### src/aes_defs.svh
// AES accelerator parameters
`ifndef AES_DEFS_SVH
`define AES_DEFS_SVH

// block and key width
`define AES_BLOCK_BITS 128

// mailbox word width
`define AES_HOST_WORD 32

`define AES_ROUNDS 10 // AES-128 round count

`endif

### src/aes_pkg.sv
// AES shared types and GF(2^8) math
`include "aes_defs.svh"

package aes_pkg;

        // one 128-bit block, seen as host words or as state bytes
        typedef union packed {
                logic [0:`AES_BLOCK_BITS/`AES_HOST_WORD-1][`AES_HOST_WORD-1:0] w; // word 0 is msw
                logic [0:`AES_BLOCK_BITS/8-1][7:0]                             b; // byte 4*col+row
        } aes_block_t;

        typedef struct packed {
                aes_block_t cipher;
                aes_block_t key;
        } aes_job_t;

        function automatic logic [7:0] gf_mul2(input logic [7:0] a);
                return {a[6:0], 1'b0} ^ (a[7] ? 8'h1b : 8'h00); // reduce by x^8+x^4+x^3+x+1
        endfunction

        function automatic logic [7:0] gf_mul(input logic [7:0] a, input logic [7:0] b);
                logic [7:0] p;
                logic [7:0] x;
                p = 8'h00;
                x = a;
                for (int i = 0; i < 8; i++) begin
                        if (b[i]) begin
                                p = p ^ x;
                        end
                        x = gf_mul2(x);
                end
                return p;
        endfunction

        // inverse as a^254, zero maps to zero
        function automatic logic [7:0] gf_inv(input logic [7:0] a);
                logic [7:0] sq;
                logic [7:0] acc;
                sq = a;
                acc = 8'h01;
                for (int i = 1; i < 8; i++) begin
                        sq = gf_mul(sq, sq); // a^(2^i)
                        acc = gf_mul(acc, sq);
                end
                return acc;
        endfunction

        function automatic logic [7:0] rotl8(input logic [7:0] v, input int n);
                logic [15:0] dbl;
                dbl = {v, v} >> (8 - n);
                return dbl[7:0];
        endfunction

        function automatic logic [7:0] sbox(input logic [7:0] a);
                logic [7:0] v;
                v = gf_inv(a);
                return v ^ rotl8(v, 1) ^ rotl8(v, 2) ^ rotl8(v, 3) ^ rotl8(v, 4) ^ 8'h63;
        endfunction

        function automatic logic [7:0] inv_sbox(input logic [7:0] a);
                return gf_inv(rotl8(a, 1) ^ rotl8(a, 3) ^ rotl8(a, 6) ^ 8'h05); // undo affine first
        endfunction

        function automatic logic [31:0] inv_mix_column(input logic [31:0] col);
                logic [0:3][7:0] a;
                logic [0:3][7:0] r;
                a = col; // a[0] is row 0
                for (int i = 0; i < 4; i++) begin
                        r[i] = gf_mul(a[i], 8'h0e) ^ gf_mul(a[(i + 1) % 4], 8'h0b)
                             ^ gf_mul(a[(i + 2) % 4], 8'h0d) ^ gf_mul(a[(i + 3) % 4], 8'h09);
                end
                return r;
        endfunction

endpackage

### src/host_io_port.sv
// Host mailbox port
`timescale 1ns/1ns
`include "aes_defs.svh"

module host_io_port (
        input  logic                      clk,
        input  logic                      reset_n,
        input  logic [1:0]                to_hw_sig,
        input  logic [`AES_HOST_WORD-1:0] to_hw_port,
        output logic [1:0]                to_sw_sig,
        output logic [`AES_HOST_WORD-1:0] to_sw_port,
        output aes_pkg::aes_job_t         job,
        output logic                      start,
        input  aes_pkg::aes_block_t       plain,
        input  logic                      ready
);
        import aes_pkg::*;

        localparam logic [1:0] CMD_MSG = 2'd1;
        localparam logic [1:0] CMD_KEY = 2'd2;
        localparam logic [1:0] CMD_RUN = 2'd3;
        localparam logic [1:0] HS_ACK  = 2'd2; // host took or gave the word
        localparam logic [1:0] HS_REL  = 2'd1; // host lets the port move on

        typedef enum logic [2:0] {
                RESET,
                WAIT,
                READ,
                ACK,
                SEND_TO_AES,
                GET_FROM_AES,
                SEND_BACK,
                GOT_ACK
        } state_t;

        state_t     state;
        state_t     next_state;
        logic [1:0] idx;    // word index, 0 is most significant
        logic       to_key; // current load targets the key

        always_comb begin
                next_state = state;
                case (state)
                RESET: begin
                        next_state = WAIT;
                end
                WAIT: begin
                        if (to_hw_sig == CMD_MSG || to_hw_sig == CMD_KEY) begin
                                next_state = READ;
                        end else if (to_hw_sig == CMD_RUN) begin
                                next_state = SEND_TO_AES;
                        end
                end
                READ: begin
                        if (to_hw_sig == HS_ACK) begin
                                next_state = ACK;
                        end
                end
                ACK: begin
                        if (to_hw_sig == HS_REL) begin
                                next_state = (idx == 2'd3) ? WAIT : READ;
                        end
                end
                SEND_TO_AES: begin
                        if (ready && !start) begin // old ready still up in the start cycle
                                next_state = GET_FROM_AES;
                        end
                end
                GET_FROM_AES: begin
                        if (to_hw_sig == HS_REL) begin
                                next_state = SEND_BACK;
                        end
                end
                SEND_BACK: begin
                        if (to_hw_sig == HS_ACK) begin
                                next_state = GOT_ACK;
                        end
                end
                GOT_ACK: begin
                        if (to_hw_sig == HS_REL) begin
                                next_state = (idx == 2'd3) ? WAIT : SEND_BACK;
                        end
                end
                default: begin
                        next_state = RESET;
                end
                endcase
        end

        always_comb begin
                case (state)
                RESET:                     to_sw_sig = 2'd3;
                READ, SEND_BACK:           to_sw_sig = 2'd1;
                SEND_TO_AES, GET_FROM_AES: to_sw_sig = 2'd2;
                default:                   to_sw_sig = 2'd0;
                endcase
        end

        // word stays put until the host releases it
        assign to_sw_port = (state == SEND_BACK || state == GOT_ACK) ? plain.w[idx] : '0;

        always_ff @(posedge clk, negedge reset_n) begin
                if (!reset_n) begin
                        state  <= RESET;
                        idx    <= '0;
                        to_key <= 1'b0;
                        start  <= 1'b0;
                        job    <= '0;
                end else begin
                        state <= next_state;
                        start <= (next_state == SEND_TO_AES) && (state != SEND_TO_AES);
                        if (state == WAIT) begin
                                idx    <= '0;
                                to_key <= (to_hw_sig == CMD_KEY);
                        end
                        if (state == GET_FROM_AES) begin
                                idx <= '0;
                        end
                        if ((state == ACK || state == GOT_ACK) && to_hw_sig == HS_REL) begin
                                idx <= idx + 2'd1; // wraps to 0 after the last word
                        end
                        if (state == READ) begin
                                if (to_key) begin
                                        job.key.w[idx] <= to_hw_port;
                                end else begin
                                        job.cipher.w[idx] <= to_hw_port;
                                end
                        end
                end
        end

        a_start_pulse: assert property (@(posedge clk) disable iff (!reset_n)
                start |=> !start)
                else $error("start held for more than one cycle");

endmodule

### config.mk
export PLATFORM = sky130hd
export DESIGN_NAME = host_io_port
export DESIGN_NICKNAME = d
export VERILOG_FILES = /design/src/aes_pkg.sv /design/src/host_io_port.sv
export VERILOG_INCLUDE_DIRS = /design/src
export SDC_FILE = /design/constraint.sdc
export NUM_CORES = 1
export LEC_CHECK = 0
export BUFFER_PORTS_ARGS = -buffer_cell sky130_fd_sc_hd__buf_2
export CAP_MARGIN = 15
export CORE_AREA = 2 2 180 182
export DETAILED_ROUTE_END_ITERATION = 8
export DIE_AREA = 0 0 182 184
export PLACE_DENSITY = 0.64
export SLEW_MARGIN = 20
export SYNTH_ARGS = -nofsm -noshare
export SYNTH_HDL_FRONTEND = slang
export SYNTH_SLANG_ARGS = --single-unit
### constraint.sdc
create_clock -name clk -period 2.39 [get_ports clk]
set_input_delay 0.1195 -clock clk [delete_from_list [all_inputs] [get_ports clk]]
set_output_delay 0.1195 -clock clk [all_outputs]
set_load 0.01 [all_outputs]
## Word-level counts from Yosys, hierarchy flattened

Cells that the tools add are included.

| storage, ports and cells | value |
|---|---|
| word-level logic and storage cells | 61 |
| flip-flop bits (word level) | 263 |
| input port bits | 165 |
| output and inout port bits | 291 |

| operators by class | value |
|---|---|
| bitwise operators | 2 |
| $lt $le $gt $ge | 2 |
| add/subtract/negate cells | 1 |
| reductions and logical operators | 14 |
| equality and inequality tests | 13 |
| muxes and demuxes | 23 |

Operators with widths:

| kind | count |
|---|---|
| $bwmux W128 | 2 |
| $mux W32 | 4 |
| $bmux W32 S2 | 1 |
| $demux W32 S2 | 1 |
| $mux W3 | 9 |
| $pmux W3 S8 | 1 |
| $eq A3 B3 Y1 const B | 5 |
| $mux W2 | 4 |
| $eq A2 B2 Y1 const B | 3 |
| $eq A3 B2 Y1 const B | 2 |
| $pmux W2 S3 | 1 |
| $logic_and A1 B1 Y1 | 4 |
| $reduce_and A2 Y1 | 2 |
| $reduce_or A2 Y1 | 2 |
| $eq A3 B1 Y1 const B | 1 |
| $ge A3 B3 Y1 const B | 1 |
| $logic_not A3 Y1 | 1 |
| $logic_or A1 B1 Y1 | 3 |
| $lt A3 B1 Y1 const B | 1 |
| $ne A3 B3 Y1 const B | 1 |
| $not A2 Y3 | 1 |
| $reduce_bool A3 Y1 | 1 |
| $add A2 B1 Y2 const B | 1 |
| $eq A2 B1 Y1 const B | 1 |
| 2 further kinds | 2 |

## Depth between registers and ports, before layout

| depth | value |
|---|---|
| word-level depth | 6 |
| mapped depth | 9 |
| gate-level depth less buffers | 6 |

## Worst setup path before layout

Ideal clock, no wire load.

| timing path | value |
|---|---|
| kind | reg-to-reg |
| from | register idx[1] |
| to | register job[66] (netlist bit) |
| path slack | 244 ps |
| setup time | 125 ps |
| required time | 2265 ps |
| arrival time | 2021 ps |
| clock period less this slack | 2146 ps |
| cell stages (with the launch flop) | 10 |
| path buffers | 4 |
| cells stage by stage | dfrtp_1 clkbuf_1 clkbuf_1 inv_1 ha_1 nand4b_1 or2_1 clkbuf_2 buf_6 mux2_2 |

| between the ends | value |
|---|---|
| longest elaborated chain between the ends | 6 |
| elaborated cells between the ends (all ways) | 7 |
| those cells by class | order compare: 2; mux: 3; bitwise: 1; reduce/logical: 1 |

RTL lines:

| element | line | RTL |
|---|---|---|
| from (decl) | host_io_port.sv:38 | `logic [1:0] idx;` |
| from (signal assigned) | host_io_port.sv:120 | `idx <= idx + 2'd1;` |
| $not A2 Y3 (implied by the code) (*) | host_io_port.sv:124 | `job.key.w[idx] <= to_hw_port;` |
| $ge A3 B3 Y1 (implied by the code) or $lt A3 B1 Y1 (tied branches) | host_io_port.sv:124 |  |
| $logic_and A1 B1 Y1 (implied by the code) | host_io_port.sv:124 |  |
| $mux W32 (implied by the code) | host_io_port.sv:124 |  |
| $demux W32 S2 (*) | host_io_port.sv:124 |  |
| $bwmux W128 (*) | host_io_port.sv:124 |  |
| to (decl) | host_io_port.sv:12 | `output aes_pkg::aes_job_t job,` |

Mark *: on every way between the ends. The rest lies on a longest branch, timed or not.
A chain may end at the register's enable or synchronous reset.

## Worst setup path in the final report

| timing path | value |
|---|---|
| from | register idx[0] |
| to | output to_sw_port[3] |

| between the ends | value |
|---|---|
| longest elaborated chain between the ends | 5 |

RTL lines:

| element | line | RTL |
|---|---|---|
| $not A2 Y3 (implied by the code) | host_io_port.sv:100 | `assign to_sw_port = (state == SEND_BACK \|\| state == GOT_ACK) ? plain.w[idx] : '0;` |
| $bmux W32 S2 | host_io_port.sv:100 |  |
| $mux W32 (implied by the code) (2 in series) | host_io_port.sv:100 |  |
| $mux W32 | host_io_port.sv:100 |  |
| to (decl) | host_io_port.sv:11 | `` output logic [`AES_HOST_WORD-1:0] to_sw_port, `` |

Every way passes these cells. The select of a mux whose other input is x is not followed.

==> flow_summary_export.csv <==
group,metric,value,unit
run_status,status,"completed",
synthesis,muxShareOfSynthArea,0.326,
sta,fin_crit,2250,ps
worst_setup_path,required,2270,ps
power,leakagePower,7.35,nW
die,io_pins,456,
clock_network,cts.sinks,263,
synthesis,syn_avg_cell_area,16.2,um2
final_layout,layout_common_cells,"454 x buf_2, 262 x dfrtp_1, 256 x mux2_2",
route,drt-pass1-iter-count,4,
synthesis,synth_area,11100,um2
placement,dp.cells,1524,
synthesis,synth_cell_types,33,
synthesis,synthesis.nets,859,
synthesis,synth_compound_gate_area_share,0.00801,
worst_setup_path,crit_slowest_cell,"mux4_2",
synthesis,synth-adder-area-share,0.00903,
sta,finalMaxSlewViolations,0,
final_layout,area_growth,37.2,%
final_layout,final_layout_size_suffix_gt1_frac,0.686,
die,die_y,184,um
global_route,grt_max_degree,68,
sta,finalSetupViolations,0,
final_layout,num-fill-cells,2823,
final_layout,final_common_cell,"buf_2",
worst_setup_path,timing.rr.start,"idx[1]$_DFFE_PN0P_",
clock_network,root_buffer,"clkbuf_16",
clock_network,cts_tree,"done",
sta,clock-skew-final,15.9,ps
sta,relSlewSlack,0.598,
synthesis,synth_xor_xnor_area_share,0,
synthesis,yosysSeqAreaShare,0.594,
die,die-width,182,um
worst_setup_path,crit_chain,"buf_12, mux4_2, and3_1, buf_2",
power,vdd_drop_max,0.734,mV
worst_setup_path,endpoint_kind,"primary output",
worst_setup_path,max_stage_delay,540,ps
worst_setup_path,critPathLaunch,"idx[0]$_DFFE_PN0P_",
sta,min_period_over_period,0.941,
route,routedWlPerCell,20.2,um
global_route,grt_pass1_vias,8151,
die,initial_utilization,0.353,
global_route,grt_first_pass_wirelength,48700,um
sta,rsz0062_at_grt,"false",
global_route,grt_use_total,0.188,
final_layout,final_cells,1612,
worst_setup_path,arrival,2130,ps
clock_network,post-cts-setup-buffers,0,
die,core-area,31400,um2
die,die-area,33500,um2
route,drc,0,
placement,gp_congestion,0.784,
global_route,overflow,0,
min_path,min-delay-start,"to_hw_sig[1]",
worst_setup_path,critPathKind,"reg2out",
clock_network,clkTransAtPathRegs,60,ps
synthesis,ys_ff_latch,263,
clock_network,clockBufferDepth,3,
clock_network,worstSkewPairLatency,560,ps
synthesis,syn_inst,686,
placement,io_buffers,455,
power,cellPowerDensity,1380,nW/um2
synthesis,synth_top_family_by_area,"multiplexers",
synthesis,ys_warn_count,0,
clock_network,cts_buffers,29,
worst_setup_path,worstSetupStartpointType,"register",
sta,timing.hold.ws,35.4,ps
route,via_count,7907,
clock_network,h-tree-depth,1,
final_layout,final_nets,1359,
sta,hold_violations,0,
sta,setup-tns-final,0,ps
route,drt_iter0_drc,353,
power,power,21.0,mW
global_route,antenna_found_initial,1,
sta,fmax,0.445,GHz
route,routed_wl,32500,um
flow_run,max-cap-violations,0,
route,routed_via_density,4.91,
route,ant_nets,0,
sta,worstMarginPinSlew,603,ps
min_path,hold_class,"in2reg",
worst_setup_path,path_max_fanout,33,
die,rows,65,
placement,dp_hpwl,22600,um
synthesis,synthSimpleGateAreaFrac,0.0356,
flip-flops by register name, indices dropped and copies added (netlist names):
register	cells
to_key	1
idx	2
state	3
job	256
start	1
final timing paths:
check / to / slack, ps / depth (start not counted)
worst max-delay path: to_sw_port[3] / 140 / 4
min in group asynchronous: job[232]$_DFFE_PN0P_ / 100 / 2
worst min register to register: job[32]$_DFFE_PN0P_ / 500 / 1
max in group asynchronous: job[115]$_DFFE_PN0P_ / 1470 / 4
worst max register to register: job[95]$_DFFE_PN0P_ / 410 / 6
worst min-delay path: to_key$_DFFE_PN0N_ / 40 / 3
critical path: cells and delay by family, from the launching register on:
kind                   cells  cell delay, ps
and+or+nand+nor            1             190
buffers and inverters      2             400
DFF                        1             410
muxes                      1             540
final cells by class:
class	count	area, um2	area share
inverters	6	22.5	0.00148
well taps	402	503	0.0331
flip-flops and latches	263	6580	0.433
diodes	1	2.50	0.000165
repair buffers	513	2890	0.190
clock inverters	19	225	0.0148
multi-input cells	373	4220	0.278
clock buffers	35	758	0.0499
report_power, final:
part,leakage [nW],internal [mW],total (mW),switching (mW)
clock network,0.481,2.71,4.58,1.86
logic,3.79,4.43,8.56,4.13
registers,3.07,6.74,7.84,1.09
total,7.35,13.9,21.0,7.09
synthesized netlist by cell type (all sizes together):
cell    number  area (um2)
nand4b       2        17.5
nor4b        2        47.6
nor2         3        11.3
and3        32         200
a41oi        1        8.76
nand2       11        41.3
dfrtp      263        6580
inv          6        22.5
mux4        32         721
a22oi        1        7.51
nand2b       2        12.5
clkbuf      13        50.0
nand4        1        6.26
a31oi        1        6.26
a41o         1        10.0
o221ai       1        8.76
o31ai        1        7.51
mux2       257        2890
nor3b        2        15.0
or2          1        6.26
nand3        2        10.0
o21ai        4        20.0
nor2b        2        12.5
ha           8         100
buf         31         233
or3          1        6.26
nand3b       1        7.51
a21oi        4        20.0
what timing repair did:
action,CTS,global route
endpoints found under the hold margin,365,0
setup endpoints to repair,32,32
gates resized for setup,2,1
pin swaps,0,0
hold buffers,33,0
per-layer routing:
metal	routed length [um]	vias to the layer above	track usage
met4	782	2	0.0526
met1	13500	4016	0.242
met2	16000	310	0.317
met5	11	-	0
li1	-	3523	-
met3	2240	56	0.0458
through the flow:
stage | worst slack (ps) | cell area, um2 | utilization
detailed placement | 392 | 13900 | 0.442
CTS | 15.8 | 15200 | 0.484
finish | 142 | 15200 | 0.484
global placement | 409 | 13900 | 0.442
floorplan | 244 | 11100 | -
global route | 4.00 | 15200 | 0.484
logic make-up after synthesis:
logic type / Yosys count
mux: 289
flops: 263
compound gates: 14
buf+inv: 50
simple gates: 62
fa+ha+maj: 8
Power figures use the tool's default switching activity.
